**config.mk**
```make
export PLATFORM = sky130hd
export DESIGN_NAME = exec_stage
export DESIGN_NICKNAME = d
export VERILOG_FILES = /design/src/logic/exec_pkg.sv /design/src/logic/exec_op_if.sv /design/src/logic/exec_alu.sv /design/src/logic/exec_mem_access.sv /design/src/logic/div_control.sv /design/src/logic/div_datapath.sv /design/src/logic/exec_result_reg.sv /design/src/logic/exec_stage.sv
export SDC_FILE = /design/constraint.sdc
export NUM_CORES = 1
export LEC_CHECK = 0
export BUFFER_PORTS_ARGS = -buffer_cell sky130_fd_sc_hd__buf_4
export CELL_PAD_IN_SITES_DETAIL_PLACEMENT = 2
export CELL_PAD_IN_SITES_GLOBAL_PLACEMENT = 2
export CORE_UTILIZATION = 39
export CTS_BUF_LIST = sky130_fd_sc_hd__clkbuf_8
export DETAILED_ROUTE_END_ITERATION = 6
export PLACE_DENSITY = 0.95
export SYNTH_ARGS = -nofsm -noshare
export SYNTH_HDL_FRONTEND = slang
export SYNTH_SLANG_ARGS = --single-unit
```
**constraint.sdc**
```tcl
create_clock -name clk -period 17 [get_ports clk]
set_clock_uncertainty 0.2 [all_clocks]
set_input_delay 3.4 -clock clk [delete_from_list [all_inputs] [get_ports clk]]
set_output_delay 3.4 -clock clk [all_outputs]
set_load 0.05 [all_outputs]
```
**src/logic/exec_pkg.sv**
```systemverilog
// Shared widths, operation codes and constants for the execute stage
// RV32 only; the operation code is 5 bits wide and its encoding is full
`default_nettype none

package exec_pkg;

    localparam int unsigned XLEN = 32;

    typedef logic [XLEN-1:0] word_t;
    typedef logic [4:0]      reg_idx_t;
    typedef logic [3:0]      byte_en_t;

    // Decoded operations seen by the stage
    typedef enum logic [4:0] {
        NOP,
        ADD, SUB, SLT, SLTU,
        XOR, OR, AND,
        SLL, SRL, SRA,
        LUI,
        LB, LBU, LH, LHU, LW,
        SB, SH, SW,
        BEQ, BNE, BLT, BLTU, BGE, BGEU,
        JAL, JALR,
        DIV, DIVU, REM, REMU
    } exec_op_e;

    // Shift amount taken from the low bits of op_b
    localparam int unsigned SHAMT_W = 5;

    // Divider runs one quotient bit per step
    localparam int unsigned DIV_STEPS = 32;
    localparam int unsigned DIV_CNT_W = 5;

    // Return address increments
    localparam int unsigned INSN_BYTES  = 4;
    localparam int unsigned CINSN_BYTES = 2;

endpackage

`default_nettype wire

```
**src/logic/exec_op_if.sv**
```systemverilog
// Operand bundle from the top level, plus the divider control handshake
// Top level drives every field of exec_op_if
`default_nettype none

interface exec_op_if;
    exec_pkg::exec_op_e op;
    exec_pkg::word_t    op_a;
    exec_pkg::word_t    op_b;
    exec_pkg::word_t    op_c;
    exec_pkg::word_t    pc;
    logic               compressed;

    modport alu_mp (input op, input op_a, input op_b, input op_c, input pc, input compressed);
    modport mem_mp (input op, input op_a, input op_b, input op_c);
    modport div_mp (input op, input op_a, input op_b);
    modport res_mp (input op, input op_b);
endinterface

// load captures operands, step runs one iteration, finish marks a valid result
interface div_ctrl_if;
    logic load;
    logic step;
    logic finish;
    logic busy;

    modport ctrl_mp (output load, output step, output finish, output busy);
    modport dp_mp (input load, input step, input finish);
endinterface

`default_nettype wire

```
**src/logic/exec_alu.sv**
```systemverilog
// Integer ALU with branch decision and jump target
// All outputs are combinational on the operand bundle
`default_nettype none

module exec_alu (
    exec_op_if.alu_mp       ops,
    output exec_pkg::word_t alu_result_o,
    output exec_pkg::word_t link_addr_o,
    output exec_pkg::word_t jump_target_o,
    output logic            jump_o
);

    exec_pkg::word_t                   sum;
    exec_pkg::word_t                   diff;
    exec_pkg::word_t                   branch_target;
    logic [exec_pkg::SHAMT_W-1:0]      shamt;
    logic                              equal;
    logic                              less_than;
    logic                              less_than_u;

    ////////////////////////////////////////
    // Arithmetic and compare
    ////////////////////////////////////////

    assign shamt       = ops.op_b[exec_pkg::SHAMT_W-1:0];
    assign sum         = ops.op_a + ops.op_b;
    assign diff        = ops.op_a - ops.op_b;
    assign equal       = (ops.op_a == ops.op_b);
    assign less_than   = ($signed(ops.op_a) < $signed(ops.op_b));
    assign less_than_u = (ops.op_a < ops.op_b);

    always_comb begin
        case (ops.op)
            exec_pkg::SUB:  alu_result_o = diff;
            exec_pkg::SLT:  alu_result_o = exec_pkg::word_t'(less_than);
            exec_pkg::SLTU: alu_result_o = exec_pkg::word_t'(less_than_u);
            exec_pkg::XOR:  alu_result_o = ops.op_a ^ ops.op_b;
            exec_pkg::OR:   alu_result_o = ops.op_a | ops.op_b;
            exec_pkg::AND:  alu_result_o = ops.op_a & ops.op_b;
            exec_pkg::SLL:  alu_result_o = ops.op_a << shamt;
            exec_pkg::SRL:  alu_result_o = ops.op_a >> shamt;
            exec_pkg::SRA:  alu_result_o = exec_pkg::word_t'($signed(ops.op_a) >>> shamt);
            // ADD and anything without its own result
            default:        alu_result_o = sum;
        endcase
    end

    ////////////////////////////////////////
    // Branch and jump
    ////////////////////////////////////////

    assign branch_target = ops.pc + ops.op_c;

    assign link_addr_o = ops.compressed ? ops.pc + exec_pkg::word_t'(exec_pkg::CINSN_BYTES)
                                        : ops.pc + exec_pkg::word_t'(exec_pkg::INSN_BYTES);

    always_comb begin
        case (ops.op)
            exec_pkg::JAL:  jump_target_o = sum;
            // Bit 0 of a register target is dropped
            exec_pkg::JALR: jump_target_o = {sum[exec_pkg::XLEN-1:1], 1'b0};
            default:        jump_target_o = branch_target;
        endcase
    end

    always_comb begin
        case (ops.op)
            exec_pkg::BEQ:  jump_o = equal;
            exec_pkg::BNE:  jump_o = !equal;
            exec_pkg::BLT:  jump_o = less_than;
            exec_pkg::BLTU: jump_o = less_than_u;
            exec_pkg::BGE:  jump_o = !less_than;
            exec_pkg::BGEU: jump_o = !less_than_u;
            exec_pkg::JAL,
            exec_pkg::JALR: jump_o = 1'b1;
            default:        jump_o = 1'b0;
        endcase
    end

endmodule

`default_nettype wire

```
**src/logic/exec_mem_access.sv**
```systemverilog
// Load and store request generation, word aligned address only
// Store data is replicated so any byte lane can take it
`default_nettype none

module exec_mem_access (
    exec_op_if.mem_mp        ops,
    output exec_pkg::word_t  mem_address_o,
    output logic             mem_read_enable_o,
    output exec_pkg::byte_en_t mem_write_enable_o,
    output exec_pkg::word_t  mem_write_data_o
);

    exec_pkg::word_t eff_addr;

    assign eff_addr          = ops.op_a + ops.op_b;
    assign mem_address_o     = {eff_addr[exec_pkg::XLEN-1:2], 2'b00};
    assign mem_read_enable_o = ops.op inside {exec_pkg::LB, exec_pkg::LBU, exec_pkg::LH,
                                              exec_pkg::LHU, exec_pkg::LW};

    // Lane select from the low address bits
    always_comb begin
        case (ops.op)
            exec_pkg::SB:  mem_write_enable_o = exec_pkg::byte_en_t'(4'b0001 << eff_addr[1:0]);
            exec_pkg::SH:  mem_write_enable_o = eff_addr[1] ? 4'b1100 : 4'b0011;
            exec_pkg::SW:  mem_write_enable_o = 4'b1111;
            default:       mem_write_enable_o = 4'b0000;
        endcase
    end

    always_comb begin
        case (ops.op)
            exec_pkg::SB:  mem_write_data_o = {4{ops.op_c[7:0]}};
            exec_pkg::SH:  mem_write_data_o = {2{ops.op_c[15:0]}};
            default:       mem_write_data_o = ops.op_c;
        endcase
    end

endmodule

`default_nettype wire

```
**src/logic/div_control.sv**
```systemverilog
// Divider sequencing: operands load in the first cycle, then DIV_STEPS steps
// Done waits for stall_i to drop before the unit goes idle again
`default_nettype none

module div_control (
    input  logic           clk,
    input  logic           reset_n,
    exec_op_if.div_mp      ops,
    input  logic           stall_i,
    div_ctrl_if.ctrl_mp    ctl,
    output logic           hold_o
);

    typedef enum logic [1:0] {
        S_IDLE,
        S_ITER,
        S_DONE
    } div_state_e;

    div_state_e                      state;
    logic [exec_pkg::DIV_CNT_W-1:0]  step_cnt;
    logic                            is_div;

    assign is_div = ops.op inside {exec_pkg::DIV, exec_pkg::DIVU,
                                   exec_pkg::REM, exec_pkg::REMU};

    // Load happens in the idle cycle the divide first shows up
    assign ctl.load   = (state == S_IDLE) && is_div;
    assign ctl.step   = (state == S_ITER);
    assign ctl.finish = (state == S_DONE);
    assign ctl.busy   = ctl.load || ctl.step;
    assign hold_o     = ctl.busy;

    always_ff @(posedge clk or negedge reset_n) begin
        if (!reset_n) begin
            state    <= S_IDLE;
            step_cnt <= '0;
        end else begin
            case (state)
                S_IDLE: begin
                    step_cnt <= '0;
                    if (is_div)
                        state <= S_ITER;
                end
                S_ITER: begin
                    step_cnt <= step_cnt + 1'b1;
                    if (int'(step_cnt) == exec_pkg::DIV_STEPS - 1)
                        state <= S_DONE;
                end
                default: begin
                    if (!stall_i)
                        state <= S_IDLE;
                end
            endcase
        end
    end

endmodule

`default_nettype wire

```
**src/logic/div_datapath.sv**
```systemverilog
// Restoring divider on magnitudes, signs fixed up at the end
// Result is valid only while finish is high, otherwise zero
`default_nettype none

module div_datapath (
    input  logic            clk,
    input  logic            reset_n,
    exec_op_if.div_mp       ops,
    div_ctrl_if.dp_mp       ctl,
    output exec_pkg::word_t div_result_o
);

    localparam exec_pkg::word_t MOST_NEG = {1'b1, {(exec_pkg::XLEN-1){1'b0}}};

    logic                      is_signed;
    exec_pkg::word_t           abs_a;
    exec_pkg::word_t           abs_b;
    exec_pkg::word_t           dividend;
    exec_pkg::word_t           divisor;
    exec_pkg::word_t           quot;
    exec_pkg::word_t           rem;
    logic [exec_pkg::XLEN:0]   rem_shift;
    logic [exec_pkg::XLEN:0]   trial;
    logic                      neg_q;
    logic                      neg_r;
    logic                      div_zero;
    logic                      div_ovf;
    exec_pkg::word_t           quot_final;
    exec_pkg::word_t           rem_final;

    assign is_signed = ops.op inside {exec_pkg::DIV, exec_pkg::REM};
    assign abs_a     = (is_signed && ops.op_a[exec_pkg::XLEN-1]) ? -ops.op_a : ops.op_a;
    assign abs_b     = (is_signed && ops.op_b[exec_pkg::XLEN-1]) ? -ops.op_b : ops.op_b;

    // One restoring step: shift in the next dividend bit and try to subtract
    assign rem_shift = {rem, quot[exec_pkg::XLEN-1]};
    assign trial     = rem_shift - {1'b0, divisor};

    always_ff @(posedge clk or negedge reset_n) begin
        if (!reset_n) begin
            neg_q    <= 1'b0;
            neg_r    <= 1'b0;
            div_zero <= 1'b0;
            div_ovf  <= 1'b0;
        end else if (ctl.load) begin
            neg_q    <= is_signed && (ops.op_a[exec_pkg::XLEN-1] ^ ops.op_b[exec_pkg::XLEN-1]);
            neg_r    <= is_signed && ops.op_a[exec_pkg::XLEN-1];
            div_zero <= (ops.op_b == '0);
            div_ovf  <= is_signed && (ops.op_a == MOST_NEG) && (ops.op_b == '1);
        end
    end

    always_ff @(posedge clk) begin
        if (ctl.load) begin
            dividend <= ops.op_a;
            divisor  <= abs_b;
            quot     <= abs_a;
            rem      <= '0;
        end else if (ctl.step) begin
            if (!trial[exec_pkg::XLEN]) begin
                rem  <= trial[exec_pkg::XLEN-1:0];
                quot <= {quot[exec_pkg::XLEN-2:0], 1'b1};
            end else begin
                rem  <= rem_shift[exec_pkg::XLEN-1:0];
                quot <= {quot[exec_pkg::XLEN-2:0], 1'b0};
            end
        end
    end

    ////////////////////////////////////////
    // Sign fix-up and special cases
    ////////////////////////////////////////

    always_comb begin
        if (div_zero) begin
            quot_final = '1;
            rem_final  = dividend;
        end else if (div_ovf) begin
            quot_final = dividend;
            rem_final  = '0;
        end else begin
            quot_final = neg_q ? -quot : quot;
            rem_final  = neg_r ? -rem : rem;
        end
    end

    // Op is still presented upstream in the finish cycle
    always_comb begin
        if (!ctl.finish)
            div_result_o = '0;
        else if (ops.op inside {exec_pkg::DIV, exec_pkg::DIVU})
            div_result_o = quot_final;
        else
            div_result_o = rem_final;
    end

endmodule

`default_nettype wire

```
**src/logic/exec_result_reg.sv**
```systemverilog
// Result select and the stage output register
// A stall or hold cycle loads a bubble instead of the instruction
`default_nettype none

module exec_result_reg (
    input  logic                clk,
    input  logic                reset_n,
    exec_op_if.res_mp           ops,
    input  exec_pkg::reg_idx_t  rd_i,
    input  logic                stall_i,
    input  logic                hold_i,
    input  exec_pkg::word_t     alu_result_i,
    input  exec_pkg::word_t     link_addr_i,
    input  exec_pkg::word_t     div_result_i,
    output logic                write_enable_o,
    output exec_pkg::exec_op_e  op_o,
    output exec_pkg::word_t     result_o,
    output exec_pkg::reg_idx_t  rd_o
);

    exec_pkg::word_t result;
    logic            write_enable;

    always_comb begin
        case (ops.op)
            exec_pkg::JAL,
            exec_pkg::JALR:  result = link_addr_i;
            exec_pkg::LUI:   result = ops.op_b;
            exec_pkg::DIV,
            exec_pkg::DIVU,
            exec_pkg::REM,
            exec_pkg::REMU:  result = div_result_i;
            default:         result = alu_result_i;
        endcase
    end

    // No register write for bubbles, stores and conditional branches
    assign write_enable = !(ops.op inside {exec_pkg::NOP,
                                           exec_pkg::SB, exec_pkg::SH, exec_pkg::SW,
                                           exec_pkg::BEQ, exec_pkg::BNE,
                                           exec_pkg::BLT, exec_pkg::BLTU,
                                           exec_pkg::BGE, exec_pkg::BGEU});

    always_ff @(posedge clk or negedge reset_n) begin
        if (!reset_n) begin
            write_enable_o <= 1'b0;
            op_o           <= exec_pkg::NOP;
            result_o       <= '0;
            rd_o           <= '0;
        end else if (!stall_i && !hold_i) begin
            write_enable_o <= write_enable;
            op_o           <= ops.op;
            result_o       <= result;
            rd_o           <= rd_i;
        end else begin
            write_enable_o <= 1'b0;
            op_o           <= exec_pkg::NOP;
            result_o       <= '0;
            rd_o           <= '0;
        end
    end

endmodule

`default_nettype wire

```
**src/logic/exec_stage.sv**
```systemverilog
// Execute stage top: ALU, memory request, divider and result register
// Upstream must keep the instruction stable while hold_o is high
`default_nettype none

module exec_stage (
    input  logic                clk,
    input  logic                reset_n,
    input  logic                stall_i,
    input  exec_pkg::exec_op_e  op_i,
    input  exec_pkg::word_t     op_a_i,
    input  exec_pkg::word_t     op_b_i,
    input  exec_pkg::word_t     op_c_i,
    input  exec_pkg::word_t     pc_i,
    input  logic                compressed_i,
    input  exec_pkg::reg_idx_t  rd_i,
    output logic                hold_o,
    output logic                jump_o,
    output exec_pkg::word_t     jump_target_o,
    output exec_pkg::word_t     mem_address_o,
    output logic                mem_read_enable_o,
    output exec_pkg::byte_en_t  mem_write_enable_o,
    output exec_pkg::word_t     mem_write_data_o,
    output logic                write_enable_o,
    output exec_pkg::exec_op_e  op_o,
    output exec_pkg::word_t     result_o,
    output exec_pkg::reg_idx_t  rd_o
);

    exec_pkg::word_t alu_result;
    exec_pkg::word_t link_addr;
    exec_pkg::word_t div_result;

    exec_op_if  u_ops ();
    div_ctrl_if u_div_ctl ();

    assign u_ops.op         = op_i;
    assign u_ops.op_a       = op_a_i;
    assign u_ops.op_b       = op_b_i;
    assign u_ops.op_c       = op_c_i;
    assign u_ops.pc         = pc_i;
    assign u_ops.compressed = compressed_i;

    exec_alu u_alu (
        .ops           (u_ops.alu_mp),
        .alu_result_o  (alu_result),
        .link_addr_o   (link_addr),
        .jump_target_o (jump_target_o),
        .jump_o        (jump_o)
    );

    exec_mem_access u_mem_access (
        .ops                (u_ops.mem_mp),
        .mem_address_o      (mem_address_o),
        .mem_read_enable_o  (mem_read_enable_o),
        .mem_write_enable_o (mem_write_enable_o),
        .mem_write_data_o   (mem_write_data_o)
    );

    ////////////////////////////////////////
    // Divider
    ////////////////////////////////////////

    div_control u_div_control (
        .clk     (clk),
        .reset_n (reset_n),
        .ops     (u_ops.div_mp),
        .stall_i (stall_i),
        .ctl     (u_div_ctl.ctrl_mp),
        .hold_o  (hold_o)
    );

    div_datapath u_div_datapath (
        .clk          (clk),
        .reset_n      (reset_n),
        .ops          (u_ops.div_mp),
        .ctl          (u_div_ctl.dp_mp),
        .div_result_o (div_result)
    );

    exec_result_reg u_result_reg (
        .clk            (clk),
        .reset_n        (reset_n),
        .ops            (u_ops.res_mp),
        .rd_i           (rd_i),
        .stall_i        (stall_i),
        .hold_i         (hold_o),
        .alu_result_i   (alu_result),
        .link_addr_i    (link_addr),
        .div_result_i   (div_result),
        .write_enable_o (write_enable_o),
        .op_o           (op_o),
        .result_o       (result_o),
        .rd_o           (rd_o)
    );

endmodule

`default_nettype wire

```
==> summary.md <==
The flow ran to the end, but the final reports show violations. The final reports fail on max-capacitance violations, max-slew violations. At the pin with the least slew margin, the transition time is 1.503 ns. The number of setup buffers added after CTS is 0, and the area enclosed by the die boundary is 63,200 sq um.

In the post-synthesis netlist, the biggest area contributors are edfxtp_1 12%, ha_1 8.7%, xnor2_1 6.5%. During I/O placement, the number of pins put on the boundary was 288. Area share of the leading cell type in the synthesized netlist: 11.88%. The die is 251.4 um wide.

The tools report the max-cap violation count as 1. The min-delay analysis places its worst path in the category register to register. For this block, the routed nets add up to 163,600 um of wire.

In this run, CTS created clock tree buffers numbering 17. The static leakage power is 11.04 nW, and the power per standard cell area is 109.8 nW/um^2. TritonCTS built the clock tree. The post-synthesis compound-gate area fraction came out at 28.57%. The number of hold buffers added after CTS was 0. The tools report the total routing resource utilization after global routing as 50.40%. In the routed design, unresolved DRC markers number 0. Summing internal, switching and leakage power gives 2.991 mW.

The total iterations of the first detailed-routing run was 7; the layout overhead on the synthesized area was 12.31%. The netlist area before placement came out at 24,260 sq um. From bottom edge to top edge, the die measures 251.4 um. The portion of the clock cycle consumed by the worst path in the final layout is 73.44%, and the average cell area after synthesis is 7.641 sq um. In this run the clock root is driven by a clkbuf_8. The via-per-instance ratio came out at 7.236. The clock passes through at most 2 buffers. STA puts the critical path data required time at 13.40 ns. The via count of the first global-routing pass is 30,830. For the post-cts resize count, the log shows 0. The run gives 0 as the number of failing hold endpoints at the final stage.

STA classifies the critical path endpoint as an output port. Of all flip-flops after synthesis, the portion carrying an async set or reset was 29.67%. The total clock sinks came out at 182. At the worst endpoint, the arrival time is 8.88 ns.

The run gives 7,051 as the fill cell instance count of the final layout. The synthesized design contains 96 enable-type register cells. Setup repair after global routing left no endpoint under its margin.

Summing the areas of all fa, ha and maj instances in the mapped netlist gives 9.046% of the synthesized area. The fraction of final layout cells sized beyond drive strength 1 was 14.46%. The tools report the max-slew violation total from the final report as 13. For the sequential fraction of the synthesis area, the log shows 20.09%. The dominant register cell in the synthesized netlist is edfxtp_1. The first global-routing pass estimated 231,200 um of wire. The starting density of the core is 39.38%. The worst setup path is launched from an input port. During synthesis, Yosys emitted a total of 0 warnings.

Static timing analysis puts the maximum clock frequency at 0.08010 GHz. The clock reaches the later pin of the worst-skew pair after 0.62 ns. The total negative slack for setup checks is 0 ns. The kind of critical path is input port to output port.

The total number of vias is 30,040, and the average wire per standard cell is 39.41 um. The portion of netlist area occupied by mux cells came out at 8.159%. The run gives 44.23% as the final standard cell utilization of the core. The area of the placeable core is 61,600 sq um. The logs give 3,175 for the synthesized instance count and 14 for the number of antenna violations at the first check in global routing. For this block, the initial DRC count from the detailed router was 4,191. The count of port buffers added during placement was 285; the headroom to the max-slew limit was -0.5905%. In the final design database the tool counted 3,608 nets. The fraction of synthesized cell area in xor and xnor cells was 8.773%; the register clock-pin slew on the reported worst setup and hold paths was 0.11 ns. Row generation in the floorplan step produced 91 rows. The basic-gate share of the synthesized area counting and, or, nand and nor cells came out at 18.37%.

The clock period could shrink to 12.48 ns. Once detailed placement completed, the half-perimeter wirelength came to 122,000 um. In this run the register-to-register setup slack is 11.85 ns.

For the maximum vdd ir drop, the log shows 60.26 uV. After synthesis, the largest family of logic cells by area is compound AO/OA/AOI/OAI gates. The total overflow reported by the global router is 0, and the largest fanout on the critical path is 43. The cell taking the most area after synthesis is edfxtp_1. The H-tree depth reported by CTS is 4, and the antenna violation net count after detailed routing is 0.

Setup violations remaining at the end of the flow were counted as 0. After synthesis the netlist holds a flip-flop and latch count of 182. The tools report the last weighted congestion value of the routability-driven placer as 1.036. The number of different library cells used by synthesis comes to 95. The run gives 76 as the largest net degree at the start of global routing.
-- cells in the final DEF, fill, tap and decap left out, types with 27 or more instances in the layout --
master / Yosys / routed
buf_4: 12 / 331
o21ai_0: 299 / 299
nor2_1: 286 / 282
nand2_1: 280 / 279
a21oi_1: 251 / 251
xnor2_1: 180 / 179
ha_1: 169 / 169
inv_1: 164 / 165
edfxtp_1: 96 / 96
mux2i_1: 83 / 83
nand3_1: 81 / 80
nor3_1: 71 / 69
xor2_1: 63 / 63
a211oi_1: 59 / 59
dfrtp_1: 54 / 54
a21o_1: 46 / 46
a221oi_1: 41 / 41
o31ai_1: 41 / 41
mux4_2: 38 / 38
o211ai_1: 34 / 34
a22oi_1: 34 / 34
dfxtp_1: 32 / 32
or3_1: 30 / 29
nor4_1: 29 / 29
nand2b_1: 27 / 27
-- critical path, cell delays in order --
cell      delay (ns)
buf_4           0.48
clkinv_1        0.63
ha_1            0.60
a211o_1         0.18
a21oi_1         0.14
o31ai_2         0.54
a21oi_1         0.31
or3_1           0.49
a31oi_1         0.59
a31oi_1         0.20
xnor2_1         0.80
a2111o_1        0.29
buf_4           0.20
-- kinds of logic (layout without fill, tap and decap cells) --
kind of cell | count (synthesis) | after routing
compound gates | 1073 | 1073
other cells | 1 | 11
fa+ha+maj | 173 | 173
buf+inv | 402 | 532
flops | 182 | 182
simple gates | 954 | 954
xor+xnor | 243 | 243
mux | 147 | 147
-- sequential cells by signal, summed over array words and instances (netlist names) --
name                         flops
u_div_datapath.dividend         32
u_div_datapath.divisor          32
u_div_datapath.quot             32
u_div_datapath.rem              32
u_result_reg.result_o           32
u_div_control.step_cnt           5
u_result_reg.op_o                5
u_result_reg.rd_o                5
u_div_control.state              2
u_div_datapath.div_ovf           1
u_div_datapath.div_zero          1
u_div_datapath.neg_q             1
u_div_datapath.neg_r             1
u_result_reg.write_enable_o      1
-- routing by layer --
| layer | track usage, % | vias to the layer above | wire (um) |
|---|---|---|---|
| li1 | - | 11910 | - |
| met5 | 0 | - | 38 |
| met4 | 31.41 | 6 | 11750 |
| met1 | 62.98 | 15360 | 62870 |
| met3 | 12.71 | 617 | 16920 |
| met2 | 77.54 | 2151 | 72030 |
-- cell type report --
type	count	area (sq um)	share of cell area, %
tap	837	1047	3.844
timing repair buffer	331	2485	9.120
clock inverter	15	188.9	0.6934
sequential	182	4875	17.89
inverter	169	634.4	2.328
antenna	9	22.52	0.08266
clock buffer	17	234.0	0.8587
multi-input combinational	2592	17760	65.18
-- power breakdown --
part	leakage, nW	switching (mW)	internal (mW)
clock	0.216	0.229	0.137
combinational	8.91	1.27	0.596
sequential	1.92	0.169	0.587
-- cells in the mapped netlist, types with 20 or more instances --
cell / n
a22oi_1: 34
a21o_1: 46
buf_1: 25
o41ai_1: 23
and3_1: 21
a21oi_1: 251
dfxtp_1: 32
dfrtp_1: 54
edfxtp_1: 96
nand3_1: 81
o221ai_1: 22
nor2b_1: 22
o22ai_1: 20
a31oi_1: 27
nor2_1: 286
mux2i_1: 83
nand2b_1: 27
mux4_2: 38
o31ai_1: 41
a211oi_1: 59
xor2_1: 63
o21ai_0: 299
or3_1: 30
clkbuf_1: 172
mux2_2: 26
o21bai_1: 26
nand4_1: 23
a221oi_1: 41
nand2_1: 280
ha_1: 169
xnor2_1: 180
and2_1: 21
nor4_1: 29
inv_1: 164
o211ai_1: 34
nor3_1: 71
-- through the flow --
stage / setup slack (ns) / instance area (sq um) / hold slack (ns) / instances
2_1_floorplan: 4.784 / 24260 / 0.2594 / 3176
4_1_cts: 4.765 / 27220 / 0.3290 / 4143
3_5_place_dp: 4.765 / 26800 / 0.2916 / 4111
3_3_place_gp: 5.066 / 26790 / 0.2748 / 4110
5_1_grt: 4.467 / 27230 / 0.3649 / 4145
6_report: 4.515 / 27250 / 0.3261 / 4152
-- worst paths after layout --
path | start | endpoint | depth (start not counted)
worst max-delay path | op_b_i[1] | jump_target_o[25] | 13
worst min-delay path | u_div_control.step_cnt[4] | u_div_control.step_cnt[4] | 2
worst max register to register | u_div_datapath.rem[2] | u_result_reg.result_o[29] | 8
worst min register to register | u_div_control.step_cnt[4] | u_div_control.step_cnt[4] | 2
max in group asynchronous | reset_n | u_result_reg.rd_o[1] | 2
min in group asynchronous | reset_n | u_div_control.state[1] | 1
Note: power is estimated with default switching activity, not from simulation.
